## config.mk

```make
export PLATFORM = sky130hd
export DESIGN_NAME = metricBank
export DESIGN_NICKNAME = d
export VERILOG_FILES = /design/src/common/maxMetricPkg.sv /design/src/hw/metricBank.sv
export SDC_FILE = /design/constraint.sdc
export NUM_CORES = 2
export LEC_CHECK = 0
export BUFFER_PORTS_ARGS = -buffer_cell sky130_fd_sc_hd__clkbuf_2
export CAP_MARGIN = 25
export CORE_AREA = 10 10 495 497
export DETAILED_ROUTE_END_ITERATION = 16
export DIE_AREA = 0 0 505 507
export SLEW_MARGIN = 10
export SYNTH_ARGS = -nofsm -noshare
export SYNTH_HDL_FRONTEND = slang
export SYNTH_SLANG_ARGS = --single-unit
```

## constraint.sdc

```tcl
create_clock -name clk -period 13.5 [get_ports clk]
set_input_delay 1.35 -clock clk [delete_from_list [all_inputs] [get_ports clk]]
set_output_delay 1.35 -clock clk [all_outputs]
set_load 0.01 [all_outputs]
```

## src/common/maxMetricPkg.sv

```systemverilog
package maxMetricPkg;

   // trellis size
   localparam int numStates = 64;
   localparam int indexBits = 6;      // enough for state 63

   // datapath widths in two's complement
   localparam int metricBits = 12;    // accumulated path metric
   localparam int branchBits = 8;     // per-symbol branch metric

   typedef logic signed [metricBits-1:0] metric_t;
   typedef logic signed [branchBits-1:0] branch_t;
   typedef logic [indexBits-1:0]         stateIdx_t;

   // saturation limits of an accumulated metric
   localparam metric_t metricMin = {1'b1, {(metricBits-1){1'b0}}};
   localparam metric_t metricMax = {1'b0, {(metricBits-1){1'b1}}};

   // one entry of the max tree
   // the state index rides along with its metric, so no index muxing
   // is needed after the last compare stage
   typedef struct packed {
      metric_t   value;
      stateIdx_t index;
   } candidate_t;

endpackage

```

## src/hw/metricBank.sv

```systemverilog
`timescale 1ns/1ps

// accumulated path metrics of all trellis states
module metricBank
   import maxMetricPkg::*;
(
   input  logic                    clk,
   input  logic                    reset,
   input  logic                    symEn,
   input  branch_t [numStates-1:0] branchMetrics,
   input  metric_t                 normVal,
   output metric_t [numStates-1:0] metrics
);

   // two guard bits hold old + branch - norm without overflow
   localparam int sumBits = metricBits + 2;

   typedef logic signed [sumBits-1:0] sum_t;

   sum_t    [numStates-1:0] rawSum;        // before clamping
   metric_t [numStates-1:0] nextMetrics;

   // clamp a wide sum back into the metric range
   function automatic metric_t satMetric(sum_t sum);
      metric_t result;
      if (sum < sum_t'(metricMin))
         result = metricMin;
      else if (sum > sum_t'(metricMax))
         result = metricMax;
      else
         result = metric_t'(sum);
      return result;
   endfunction

   // add branch, subtract last best metric
   // keeps the winning path close to zero
   always_comb begin
      for (int s = 0; s < numStates; s++) begin
         rawSum[s] = sum_t'(metrics[s])
                   + sum_t'(branchMetrics[s])    // sign extended
                   - sum_t'(normVal);
         nextMetrics[s] = satMetric(rawSum[s]);
      end
   end

   always_ff @(posedge clk) begin
      if (reset) begin
         metrics <= '0;
      end else if (symEn) begin
         metrics <= nextMetrics;   // one update per symbol
      end
   end

endmodule

```

# Word level (Yosys, flattened, before mapping)

Cells that the tools add are included.

Add/sub/neg operators: 128
Muxes and demuxes: 128
$lt $le $gt $ge: 128

Operators with widths:

| kind                                                                            | number |
|---|---|
| 12-bit 2-to-1 mux                                                               | 128 |
| 14-bit by 12-bit > comparator with 1-bit output (second input constant)         | 64 |
| 14-bit by 12-bit less-than comparator with 1-bit output (second input constant) | 64 |
| 13-bit by 12-bit subtractor with 14-bit output                                  | 64 |
| 12-bit by 8-bit adder with 13-bit output                                        | 64 |

Flip-flop bits (word level): 768
Logic and storage cells: 448

# Longest topological paths before layout

Depth in word-level cells: 5
Gate-level depth with buffers: 15
Mapped depth without buffers: 14

# Least setup slack after synthesis

No wires, ideal clock.

Kind: input to register
Start point: input port normVal[1]
End point: register metrics[598] (netlist bit)
Arrival time: 7043 ps
Setup time: 117 ps
Setup slack: 6341 ps
Required time: 13383 ps
Stages: 13
Buffers on the path: 1
Cell sequence: inv_1 -> fa_1 -> fa_1 -> a211oi_1 -> o21bai_1 -> a2111o_1 -> a41o_1 -> a2111o_1 -> a21oi_1 -> a211o_1 -> buf_2 -> nand2_1 -> a22o_1

Word-level cells in the longest chain between the ends: 4
Elaborated cells on any way between the ends: 5

Ends and longest elaborated chain:

| item                                             | RTL line         | source |
|---|---|---|
| start: declaration                               | metricBank.sv:11 | `input metric_t normVal,` |
| 13-bit by 12-bit subtractor with 14-bit output * | metricBank.sv:41 | `- sum_t'(normVal);` |
| 14-bit by 12-bit > comparator with 1-bit output  | metricBank.sv:28 | `else if (sum > sum_t'(metricMax))` |
| 12-bit 2-to-1 mux                                | metricBank.sv:28 |  |
| 12-bit 2-to-1 mux *                              | metricBank.sv:26 | `if (sum < sum_t'(metricMin))` |
| end signal: assignment                           | metricBank.sv:50 | `metrics <= nextMetrics;` |
| end: declaration                                 | metricBank.sv:12 | `output metric_t [numStates-1:0] metrics` |

Mark *: on every way between the ends. The rest lies on a longest branch, timed or not.
A chain may end at the register's enable or synchronous reset.

# Worst setup path in the final report

Start point: input port normVal[3]
End point: register metrics[151] (netlist bit)

The elaborated chain is that of the path after synthesis.

==> impl_metrics.yaml <==
yosys:
  ys_warn_count: 0
  synthTopCellsByCount: "inv_1, ha_1, nor2_1"
  synth-xor-area-share_pct: 5.22
  ys_seq_area_share_pct: 17.0
  ys_seq_elements: 768
  muxShareOfSynthArea_pct: 0.337
  syn_inst: 11400
  synth_top_area_share_pct: 17.0
  synthFlopType: "dfxtp_1"
  synth_simple_gate_area_share_pct: 13.3
  syn_area_um2: 90300
  yosys.area.top_type: "dfxtp_1"
  synth_fp_nets: 13600
  synth_most_common_cell: "inv_1"
  synth_area_leaders: "dfxtp_1, fa_1, ha_1, inv_1, nor2_1"
  synth_edf_count: 0
  synth_top_family_by_area: "adder cells"
  synth_adder_area_share_pct: 29.4
  avgSynthCellArea_um2: 7.94
  async_reset_ff_share_pct: 0
  yosysUniqueCellTypes: 97
  synth-compound-area-share_pct: 22.2
placed_design:
  dp_hpwl_mm: 268
  port_buffers: 1294
  pre_cts_ws_ps: 6350
  dp_cells: 15600
  gp_congestion: 0.929
run:
  cap_violations: 0
floorplan:
  dieArea_um2: 256000
  num_rows: 178
  floorplan.core_area_um2: 235000
  die_h_um: 507
  die_w_um: 505
  start_util_pct: 38.5
  io_pins: 1295
timing:
  rsz0062_at_grt: "false"
  setup_ws_ps: 7470
  finalCritPeriodShare_pct: 44.7
  setup-tns-final_ps: 0
  min_period_ps: 6030
  max_freq_mhz: 166
  finClkSkew_ps: 55.7
  setup_viol: 0
  tightest_slew_ps: 1040
  relSlewSlack_pct: 30.7
  slew_violations: 0
  hold_viol: 0
grt:
  grt-ovfl-total: 0
  antenna_found_initial: 36
  grt_max_degree: 142
  grt_pass1_vias: 81000
  grt_pass1_wl_mm: 505
  grt_use_total_pct: 25.4
final_layout:
  area_delta_synth_final_pct: 15.5
  multi_input_area_um2: 63700
  post_layout_nonfiller_instances: 15900
  reg_top3: "metrics x768"
  largest-register: "metrics"
  fillers: 24200
  fin_nets: 14800
  drive_gt1_share_pct: 13.8
  largest_reg_flops: 768
  seqCellArea_um2: 15400
pwr:
  p_int_mw: 13.1
  switching_share_pct: 51.0
  switchingPower_mw: 13.6
  power_frac_clock_pct: 11.6
  powerDensity_nw_per_um2: 256
  p_leak_nw: 52.7
  max-vdd-ir-drop_mv: 0.133
  p_comb_share_pct: 73.0
  p_seq_share_pct: 15.4
detailed_routing:
  vias: 83600
  wl_per_cell_um: 21.4
  drtIter0Drc: 5841
  drt_wl_total_mm: 339
  drc: 0
  drt_pass1_iterations: 6
  avgViaCountPerCell: 5.27
  ant_nets: 0
setup_path:
  path_max_fanout: 20
  cp.arrival_ps: 6630
  crit_path_end: "metrics[151]"
  r2r-end: "metrics[528]"
  crit_start: "normVal[3]"
  ff2ff_path_depth: 11
  worstReg2RegStart: "metrics[529]"
  max_stage_delay_ps: 800
  ff2ff_setup_slack_ps: 9150
  cp_cell_sequence: "buf_6 > buf_4 > buf_4 > fa_1 > inv_1 > ha_1 > o21ai_0 > o21a_1 > nor3_1 > a2111oi_0 > or2_2 > nand2_1 > o211a_1 > o211ai_1 > o21ai_0"
  start_kind: "primary input"
  cp.required_ps: 14100
  crit_type: "in2reg"
  crit_slowest_cell: "a2111oi_0"
  timing.critical_path.to_type: "register"
run_status:
  status: "finished clean"
cts:
  clockBufferDepth: 3
  cts.sinks: 768
  htree_num_levels: 3
  cts_tree: "done"
  ctsResizeCount: 0
  ctsHoldBuffers: 0
  cts_buffers: 106
  postCtsSetupBuffers: 0
  clock_latency_ps: 770
  root_buffer: "clkbuf_16"
  clk_pin_slew_ps: 60
hold_path:
  hp-class: "reg2reg"
## cells by family after synthesis
| group | Yosys count |
|---|---|
| buffers and inverters | 2979 |
| AO/OA/AOI/OAI | 2839 |
| AND/OR/NAND/NOR | 2559 |
| adder cells (fa/ha/maj) | 1664 |
| flip-flops | 768 |
| XOR/XNOR | 538 |
| multiplexers | 29 |
## cell type report
| cell class | instances | area share, % |
|---|---|---|
| Multi-Input combinational cell | 7629 | 61.1 |
| Inverter | 2726 | 9.82 |
| Sequential cell | 768 | 14.7 |
| Antenna cell | 20 | 0.0480 |
| Tap cell | 3150 | 3.78 |
| Timing Repair Buffer | 1368 | 6.90 |
| Clock inverter | 38 | 0.544 |
| Clock buffer | 158 | 3.03 |
## per-layer routing
layer	wire [um]	up-vias	GRT usage [%]
li1	-	40700	-
met1	143000	39700	32.1
met2	152000	2641	40.9
met3	26600	509	5.98
met4	17500	16	11.9
met5	96	-	0
## how the worst min path moves through the flow
stage                               to  cells past startpoint          from
after CTS                 metrics[584]                      2  metrics[584]
after detailed placement  metrics[584]                      2  metrics[584]
after floorplan           metrics[105]                      2  metrics[105]
after global routing      metrics[584]                      2  metrics[584]
final                     metrics[584]                      2  metrics[584]
after global placement    metrics[584]                      2  metrics[584]
## layout by cell type (no fill, tap or decap), drive strengths merged, types with 314 or more instances in the layout
| cell type | instances |
|---|---|
| fa | 768 |
| nor2 | 884 |
| ha | 896 |
| a21oi | 556 |
| xnor2 | 314 |
| dfxtp | 768 |
| o21ai | 506 |
| inv | 2726 |
| nand2 | 587 |
| clkbuf | 1448 |
## worst max-delay path, delay by kind of cell
kind                     cells  cell delay, ps
buffers and inverters        4            1770
AO/OA/AOI/OAI                6            2220
adder cells (fa/ha/maj)      2             800
AND/OR/NAND/NOR              3             380
## power by group through the flow
stage	logic [mW]	clock network, mW	registers (mW)
floorplan	14.0	0	4.26
global placement	19.2	0	4.13
detailed placement	19.3	0	4.13
CTS	19.4	3.16	4.10
global route	22.0	3.24	4.21
finish	19.5	3.09	4.11
## metrics by stage
stage          util, %  cell area, um^2  hold WS, ps  power (mW)
6_report          44.4           104000          457        26.7
5_1_grt           44.4           104000          476        29.4
4_1_cts           44.4           104000          458        26.7
3_5_place_dp      42.8           100000          450        23.4
3_3_place_gp      42.8           100000          446        23.4
2_1_floorplan        -            90300          474        18.3
(Power assumes the default switching activity.)
