<file path="src/common/maxMetricPkg.sv">
package maxMetricPkg;

   // trellis size
   localparam int numStates = 64;
   localparam int indexBits = 6;      // enough for state 63

   // datapath widths in two's complement
   localparam int metricBits = 12;    // accumulated path metric
   localparam int branchBits = 8;     // per-symbol branch metric

   typedef logic signed [metricBits-1:0] metric_t;
   typedef logic signed [branchBits-1:0] branch_t;
   typedef logic [indexBits-1:0]         stateIdx_t;

   // saturation limits of an accumulated metric
   localparam metric_t metricMin = {1'b1, {(metricBits-1){1'b0}}};
   localparam metric_t metricMax = {1'b0, {(metricBits-1){1'b1}}};

   // one entry of the max tree
   // the state index rides along with its metric, so no index muxing
   // is needed after the last compare stage
   typedef struct packed {
      metric_t   value;
      stateIdx_t index;
   } candidate_t;

endpackage

</file>
<file path="src/hw/comp4Max.sv">
`timescale 1ns/1ps

// four-input signed maximum with one register stage
module comp4Max
   import maxMetricPkg::*;
(
   input  logic       clk,
   input  candidate_t a,
   input  candidate_t b,
   input  candidate_t c,
   input  candidate_t d,
   output candidate_t best
);

   candidate_t winAB;     // first half
   candidate_t winCD;     // second half
   candidate_t winAll;

   // y replaces x on a larger value
   // on equal values the higher state index is kept
   function automatic candidate_t pickMax(candidate_t x, candidate_t y);
      logic valueGreater;
      logic valueEqual;
      logic indexGreater;
      valueGreater = (y.value > x.value);   // signed compare
      valueEqual   = (y.value == x.value);
      indexGreater = (y.index > x.index);
      if (valueGreater || (valueEqual && indexGreater))
         return y;
      else
         return x;
   endfunction

   // two pairs in parallel and then the final pick
   always_comb begin
      winAB  = pickMax(a, b);
      winCD  = pickMax(c, d);
      winAll = pickMax(winAB, winCD);
   end

   // new set accepted every cycle
   always_ff @(posedge clk) begin
      best <= winAll;
   end

endmodule

</file>
<file path="src/maxTree/maxMetricTree.sv">
`timescale 1ns/1ps

// argmax over all state metrics
// 64 -> 16 -> 4 -> 1 with one register per stage and 3 cycles total
module maxMetricTree
   import maxMetricPkg::*;
(
   input  logic                    clk,
   input  metric_t [numStates-1:0] metrics,
   output candidate_t              winner
);

   localparam int s1Cells = numStates / 4;   // 16 cells in stage one
   localparam int s2Cells = s1Cells / 4;     // 4 cells in stage two

   candidate_t leafCand [numStates];  // metric plus own state index
   candidate_t s1Best [s1Cells];
   candidate_t s2Best [s2Cells];

   genvar i;

   generate
      // attach the state number to each metric
      for (i = 0; i < numStates; i++) begin : gTag
         assign leafCand[i] = '{value: metrics[i], index: stateIdx_t'(i)};
      end

      // each stage one cell sees four neighbouring states
      for (i = 0; i < s1Cells; i++) begin : gStage1
         comp4Max uComp (
            .clk  (clk),
            .a    (leafCand[4*i]),
            .b    (leafCand[4*i+1]),
            .c    (leafCand[4*i+2]),
            .d    (leafCand[4*i+3]),
            .best (s1Best[i])
         );
      end

      // stage two gives the winners of 16 states each
      for (i = 0; i < s2Cells; i++) begin : gStage2
         comp4Max uComp (
            .clk  (clk),
            .a    (s1Best[4*i]),
            .b    (s1Best[4*i+1]),
            .c    (s1Best[4*i+2]),
            .d    (s1Best[4*i+3]),
            .best (s2Best[i])
         );
      end
   endgenerate

   // final compare
   // inputs keep ascending index order, so the tie rule holds end to end
   comp4Max uStage3 (
      .clk  (clk),
      .a    (s2Best[0]),
      .b    (s2Best[1]),
      .c    (s2Best[2]),
      .d    (s2Best[3]),
      .best (winner)
   );

endmodule

</file>
<file path="config.mk">
export PLATFORM = sky130hd
export DESIGN_NAME = maxMetricTree
export DESIGN_NICKNAME = d
export VERILOG_FILES = /design/src/common/maxMetricPkg.sv /design/src/hw/comp4Max.sv /design/src/maxTree/maxMetricTree.sv
export SDC_FILE = /design/constraint.sdc
export NUM_CORES = 2
export LEC_CHECK = 0
export BUFFER_PORTS_ARGS = -buffer_cell sky130_fd_sc_hd__buf_2
export CORE_AREA = 2 2 309 311
export DETAILED_ROUTE_END_ITERATION = 8
export DIE_AREA = 0 0 311 313
export SLEW_MARGIN = 10
export SYNTH_ARGS = -nofsm -noshare
export SYNTH_HDL_FRONTEND = slang
export SYNTH_SLANG_ARGS = --single-unit
</file>
<file path="constraint.sdc">
create_clock -name clk -period 5.16 [get_ports clk]
set_input_delay 1.032 -clock clk [delete_from_list [all_inputs] [get_ports clk]]
set_output_delay 1.032 -clock clk [all_outputs]
set_load 0.01 [all_outputs]
</file>
==> After elaboration in Yosys (flattened, before gate mapping) <==
Cells that the tools add are included.
{ "totals": {"ff_bits": 378, "input_bits": 769, "output_inout_bits": 18} }
{ "op_classes": {"order_cmp": 94, "eq_ne": 63, "n_mux": 63, "n_reduce_logical": 94} }
{ "ops": {"columns": ["cell", "n"], "rows": [
  ["2-to-1 mux 18 bit", 63],
  ["equality test 12 bit", 63],
  ["> comparator 12 bit", 63],
  ["> comparator 6 bit", 31],
  ["logical OR 1 bit", 63],
  ["logical AND 1 bit", 31]
]} }

==> Longest topological paths before layout <==
{ "logic_depth": {"ltp_word": 8, "depth_mapped": 21} }

==> By module <==
From an unflattened synthesis, not the netlist that was laid out.
{ "unflattened": {"cells_unflattened": 8140, "hier_area_um2": 60057.6} }
{ "by_module_without_submodules": {"columns": ["module", "instances", "cells_per_inst", "area_each_um2", "seq_area_each_um2"], "rows": [
  ["comp4Max at gStage1[0].uComp ...", 20, 386, 2849.0, 360.3],
  ["comp4Max at uStage3", 1, 418, 3070.4, 360.3],
  ["maxMetricTree", 1, 2, 7.5, 0.0]
]} }

==> Worst setup path before layout <==
Ideal clock, no wire load.
{ "synth_timing": {"kind": "input port to flip-flop", "start": "in metrics[25] (netlist name)", "end": "reg gStage1[0].uComp.best[10] (netlist name)", "t_arrival_ns": 4.838, "t_required_ns": 5.065, "path_slack_ns": 0.227, "cell_stages": 19, "path_cell_list": "inv_1 ha_1 nor2b_1 o211ai_1 a211oi_1 or4b_1 mux2_2 clkbuf_1 nand2_1 o21ai_0 ha_1 a21o_1 a21o_1 a21oi_1 nor2_1 a221oi_1 clkbuf_1 nor3_1 a221oi_1"} }
{ "synth_lines": {"columns": ["element", "line_no", "rtl"], "rows": [
  ["from (decl)", "maxMetricTree.sv:9", "input metric_t [numStates-1:0] metrics,"],
  ["to (signal assigned)", "comp4Max.sv:43", "best <= winAll;"],
  ["to (decl)", "comp4Max.sv:12", "output candidate_t best"]
]} }

==> impl_metrics.py <==
metrics = {
    "outcome": {
        "outcome": "finished clean",
    },
    "worst_setup_path": {
        "rrSetupSlack_ns": 0.32,
        "reg2reg_capture_point": "gStage2[2].uComp.best[9]",
        "cp_num_buf_inv": 2,
        "cpPeakStageDelay_ns": 0.75,
        "critical_path_required_ns": 5.59,
        "r2r_cells": 15,
        "critical_path.reg2reg.startpoint": "gStage1[8].uComp.best[17]",
        "worstPathMaxFanout": 10,
        "critical_path.slowest_cell": "sky130_fd_sc_hd__a22o_1",
        "crit_end_element": "flip-flop",
        "timing.critical_path.arrival_ns": 5.27,
        "timing_worst_setup_path_type": "reg -> reg",
        "path_delay_family": "compound AO/OA/AOI/OAI gates",
        "crit_path_cell_trace": "inv_1, ha_1, a21oi_1, o21ai_0, a211oi_2, a22o_1, mux2i_1, ha_1, nor2b_1, o211ai_1, a21oi_1, or3_1, a31oi_2, inv_2, mux2i_1",
        "type_of_element_launching_the_critical_path": "flip-flop",
    },
    "global_routing": {
        "grt_max_degree": 49,
        "grt-ovfl-total": 0,
        "grt_usage": 0.217,
        "vias_in_the_first_global_route": 31746,
        "wire_length_of_the_first_global_routing_pass_um": 169000,
        "antenna_found_initial": 25,
    },
    "timing": {
        "min_period_ns": 4.84,
        "tns_ns": 0,
        "tightest_slew_margin_relative_to_the_limit": 0.259,
        "timing.final.setup_violations": 0,
        "timing.fmax_mhz": 207,
        "worst-slew-pin-transition_ns": 1.09,
        "maxSlewViolCount": 0,
        "fin_ws_ns": 0.323,
        "rsz0062_at_grt": "false",
        "finClkSkew_ns": 0.0170,
        "finalCritPeriodShare": 0.937,
        "hold_violations": 0,
    },
    "routing": {
        "drt-pass1-iter-count": 5,
        "wire_per_inst_um": 17.4,
        "via_per_inst": 5.08,
        "detail_route.iter0.violations": 1503,
        "vias": 32027,
        "drt_wl_total_um": 110000,
        "route.antenna.remaining_nets": 0,
        "drt_drc_violations_left": 0,
    },
    "logic_synthesis": {
        "postSynthAreaPerCell_um2": 8.45,
        "synth_area_leader_cell": "sky130_fd_sc_hd__ha_1",
        "synth_largest_type_area_fraction": 0.269,
        "number_of_enable_flip_flop_cells_after_synthesis": 0,
        "synth-warning-count": 0,
        "syn_area_mm2": 0.0351,
        "netlist-cell-type-count": 80,
        "yosys_register_bits": 306,
        "synth.area.top_cells": "sky130_fd_sc_hd__ha_1, sky130_fd_sc_hd__mux2i_1, sky130_fd_sc_hd__dfxtp_1, sky130_fd_sc_hd__inv_1, sky130_fd_sc_hd__a21oi_1",
        "syn_nets": 5683,
        "async_set_or_reset_register_ratio_after_synthesis": 0,
        "synth.yosys.seq_area_share": 0.174,
        "synth-main-ff-cell": "sky130_fd_sc_hd__dfxtp_1",
        "synthesis.instances": 4158,
    },
    "worst_hold_path": {
        "hold_end": "uStage3.best[3]",
        "whs_path_depth": 2,
        "min_path_type": "reg -> reg",
        "min_from": "gStage2[0].uComp.best[3]",
    },
    "clock_network": {
        "h-tree-depth": 2,
        "cts_buffers": 39,
        "clkSlewWorstSetupHoldPaths_ns": 0.06,
        "cts-root-to-sink-buffers": 3,
        "tritoncts_num_sinks": 306,
        "worstSkewPairLatency_ns": 0.55,
        "cts_hold_repair.buffers": 0,
        "clock_tree.root_cell": "sky130_fd_sc_hd__clkbuf_16",
        "cts_tree": "built",
    },
    "place": {
        "placement.cell_area_mm2": 0.0412,
        "dp_hpwl_um": 97100,
        "placed_cells_incl_taps": 6221,
        "gp_congestion": 0.929,
        "dpl_worst_slack_ns": -0.307,
        "port_buffers": 786,
    },
    "cells_and_area": {
        "layout.core_utilization": 0.453,
        "finish.instance_area_mm2": 0.0427,
        "regArea_mm2": 0.00613,
        "layout-drive-gt1-share": 0.211,
        "post_layout_nonfiller_instances": 6305,
        "areaGrowthSynthToFinish_pct": 21.4,
        "nNetsFinal": 6522,
        "multi_input_comb_area_mm2": 0.0258,
        "fillers": 9523,
    },
    "power_and_ir_drop": {
        "pwr-share-seq": 0.203,
        "p_sw_frac": 0.449,
        "netSwitchingPower_mw": 9.01,
        "p_leak_nw": 24.2,
        "power.density_mw_per_mm2": 470,
        "clock_share_of_power": 0.145,
        "comb_power_share": 0.652,
        "power.internal_mw": 11.0,
        "ir_drop_mv": 0.399,
    },
    "floorplan": {
        "design.die.area_mm2": 0.0973,
        "io_pins": 787,
        "std_cell_rows": 113,
        "initial_utilization": 0.373,
        "overall_die_height_um": 313,
        "core-area_mm2": 0.0942,
        "die_x_um": 311,
    },
    "job": {
        "max_cap_violations": 0,
    },
}
cell usage in the layout, fill, tap and decap left out, types with 10 or more instances in the layout:
| master | instances |
|---|---|
| sky130_fd_sc_hd__buf_2 | 786 |
| sky130_fd_sc_hd__inv_1 | 758 |
| sky130_fd_sc_hd__ha_1 | 756 |
| sky130_fd_sc_hd__mux2i_1 | 612 |
| sky130_fd_sc_hd__dfxtp_1 | 306 |
| sky130_fd_sc_hd__a21oi_1 | 265 |
| sky130_fd_sc_hd__nand2_1 | 162 |
| sky130_fd_sc_hd__nand4_1 | 143 |
| sky130_fd_sc_hd__a21o_1 | 136 |
| sky130_fd_sc_hd__o21ai_0 | 116 |
| sky130_fd_sc_hd__nor2_1 | 112 |
| sky130_fd_sc_hd__buf_4 | 105 |
| sky130_fd_sc_hd__o22ai_1 | 63 |
| sky130_fd_sc_hd__nor2b_1 | 59 |
| sky130_fd_sc_hd__and3_1 | 57 |
| sky130_fd_sc_hd__nand3_1 | 50 |
| sky130_fd_sc_hd__mux2_2 | 45 |
| sky130_fd_sc_hd__nand2b_1 | 41 |
| sky130_fd_sc_hd__nor3_1 | 41 |
| sky130_fd_sc_hd__clkbuf_16 | 40 |
| sky130_fd_sc_hd__a221oi_1 | 38 |
| sky130_fd_sc_hd__o21a_1 | 30 |
| sky130_fd_sc_hd__a211oi_1 | 29 |
| sky130_fd_sc_hd__o211ai_1 | 26 |
| sky130_fd_sc_hd__a31oi_1 | 14 |
| sky130_fd_sc_hd__diode_2 | 13 |
| sky130_fd_sc_hd__a211o_1 | 13 |
| sky130_fd_sc_hd__and4_1 | 13 |
| sky130_fd_sc_hd__mux2_1 | 12 |
| sky130_fd_sc_hd__or3_1 | 12 |
| sky130_fd_sc_hd__o21bai_1 | 12 |
| sky130_fd_sc_hd__clkinv_2 | 11 |
| sky130_fd_sc_hd__mux2i_4 | 10 |
| sky130_fd_sc_hd__buf_12 | 10 |
routing by layer:
metal | global-route usage | up-vias | share of wire
met5 | 0 | - | 0.00042
li1 | - | 16586 | -
met1 | 0.262 | 14573 | 0.44
met4 | 0.0614 | 8 | 0.024
met2 | 0.387 | 715 | 0.48
met3 | 0.0444 | 145 | 0.057
synthesized netlist by cell type, types with 5 or more instances:
library cell	count
sky130_fd_sc_hd__o31ai_1	8
sky130_fd_sc_hd__mux2_1	12
sky130_fd_sc_hd__a2111oi_0	9
sky130_fd_sc_hd__buf_1	10
sky130_fd_sc_hd__o21a_1	30
sky130_fd_sc_hd__a31oi_1	14
sky130_fd_sc_hd__inv_1	758
sky130_fd_sc_hd__nand4_1	143
sky130_fd_sc_hd__mux2i_4	8
sky130_fd_sc_hd__nand3_1	50
sky130_fd_sc_hd__clkbuf_1	42
sky130_fd_sc_hd__a211oi_1	29
sky130_fd_sc_hd__nand2b_1	41
sky130_fd_sc_hd__o21ai_0	116
sky130_fd_sc_hd__a21oi_1	268
sky130_fd_sc_hd__a2bb2oi_1	5
sky130_fd_sc_hd__nor2_1	112
sky130_fd_sc_hd__o22a_1	8
sky130_fd_sc_hd__and3_1	57
sky130_fd_sc_hd__o211ai_1	26
sky130_fd_sc_hd__and4_1	13
sky130_fd_sc_hd__nor4_1	7
sky130_fd_sc_hd__nor3_1	41
sky130_fd_sc_hd__nand2_1	162
sky130_fd_sc_hd__a221oi_1	39
sky130_fd_sc_hd__or3_1	12
sky130_fd_sc_hd__dfxtp_1	306
sky130_fd_sc_hd__mux2i_1	620
sky130_fd_sc_hd__nor4b_1	7
sky130_fd_sc_hd__a21o_1	136
sky130_fd_sc_hd__a211o_1	13
sky130_fd_sc_hd__ha_1	756
sky130_fd_sc_hd__mux2_2	45
sky130_fd_sc_hd__buf_2	43
sky130_fd_sc_hd__nor2b_1	59
sky130_fd_sc_hd__o22ai_1	63
sky130_fd_sc_hd__o21bai_1	12
state kept, by name, summed over array words and instances, names as in the netlist:
register            count
gStage2.uComp.best     64
uStage3.best           18
gStage1.uComp.best    224
tightest hold or removal path, delay by kind of cell, from the launching register on:
kind   cells  cell delay, ns
DFF        1            0.30
muxes      2            0.19
power groups by stage:
stage | clock network, mW | registers, mW | logic, mW
2_1_floorplan | 0 | 3.81 | 9.11
3_3_place_gp | 0 | 4.12 | 12.9
3_5_place_dp | 0 | 4.11 | 13.1
4_1_cts | 3.00 | 4.08 | 13.2
5_1_grt | 3.08 | 4.16 | 14.7
6_report | 2.91 | 4.06 | 13.1
timing repair:
item,CTS,global route
endpoints found under the setup margin,0,16
resized for setup,0,2
buffers inserted,0,0
area by class of cell:
cell class                      count  share of cell area
Inverter                          759              0.0667
Multi-Input combinational cell   2990               0.604
Timing Repair Buffer              901               0.115
Sequential cell                   306               0.144
Antenna cell                       13            0.000762
Clock inverter                     25             0.00733
Tap cell                         1265              0.0371
Clock buffer                       46              0.0252
cells by family after synthesis:
group / after synthesis / share of synthesized area
DFF: 306 / 0.174
adders and majority gates: 756 / 0.269
buffers and inverters: 862 / 0.0951
AOI/OAI and AO/OA: 823 / 0.152
and+or+nand+nor: 723 / 0.109
muxes: 688 / 0.201
worst max path at each step:
stage	to	startpoint	slack, ns	cells after the start
global route	gStage1[3].uComp.best[11]	metrics[178]	0.04	18
global placement	gStage1[3].uComp.best[13]	metrics[178]	-0.22	18
detailed placement	gStage1[3].uComp.best[9]	metrics[154]	-0.31	17
floorplan	gStage1[0].uComp.best[10]	metrics[25]	0.23	19
finish	gStage2[2].uComp.best[9]	gStage1[8].uComp.best[17]	0.32	15
CTS	gStage1[3].uComp.best[9]	metrics[154]	0.29	17
metrics by stage:
stage                     total power, mW  hold WS, ns
after floorplan                      12.9        0.476
after global placement               17.1        0.531
after detailed placement             17.2        0.537
after CTS                            20.3        0.553
after global routing                 21.9        0.577
final                                20.1        0.531
Note: power is estimated with default switching activity, not from simulation.
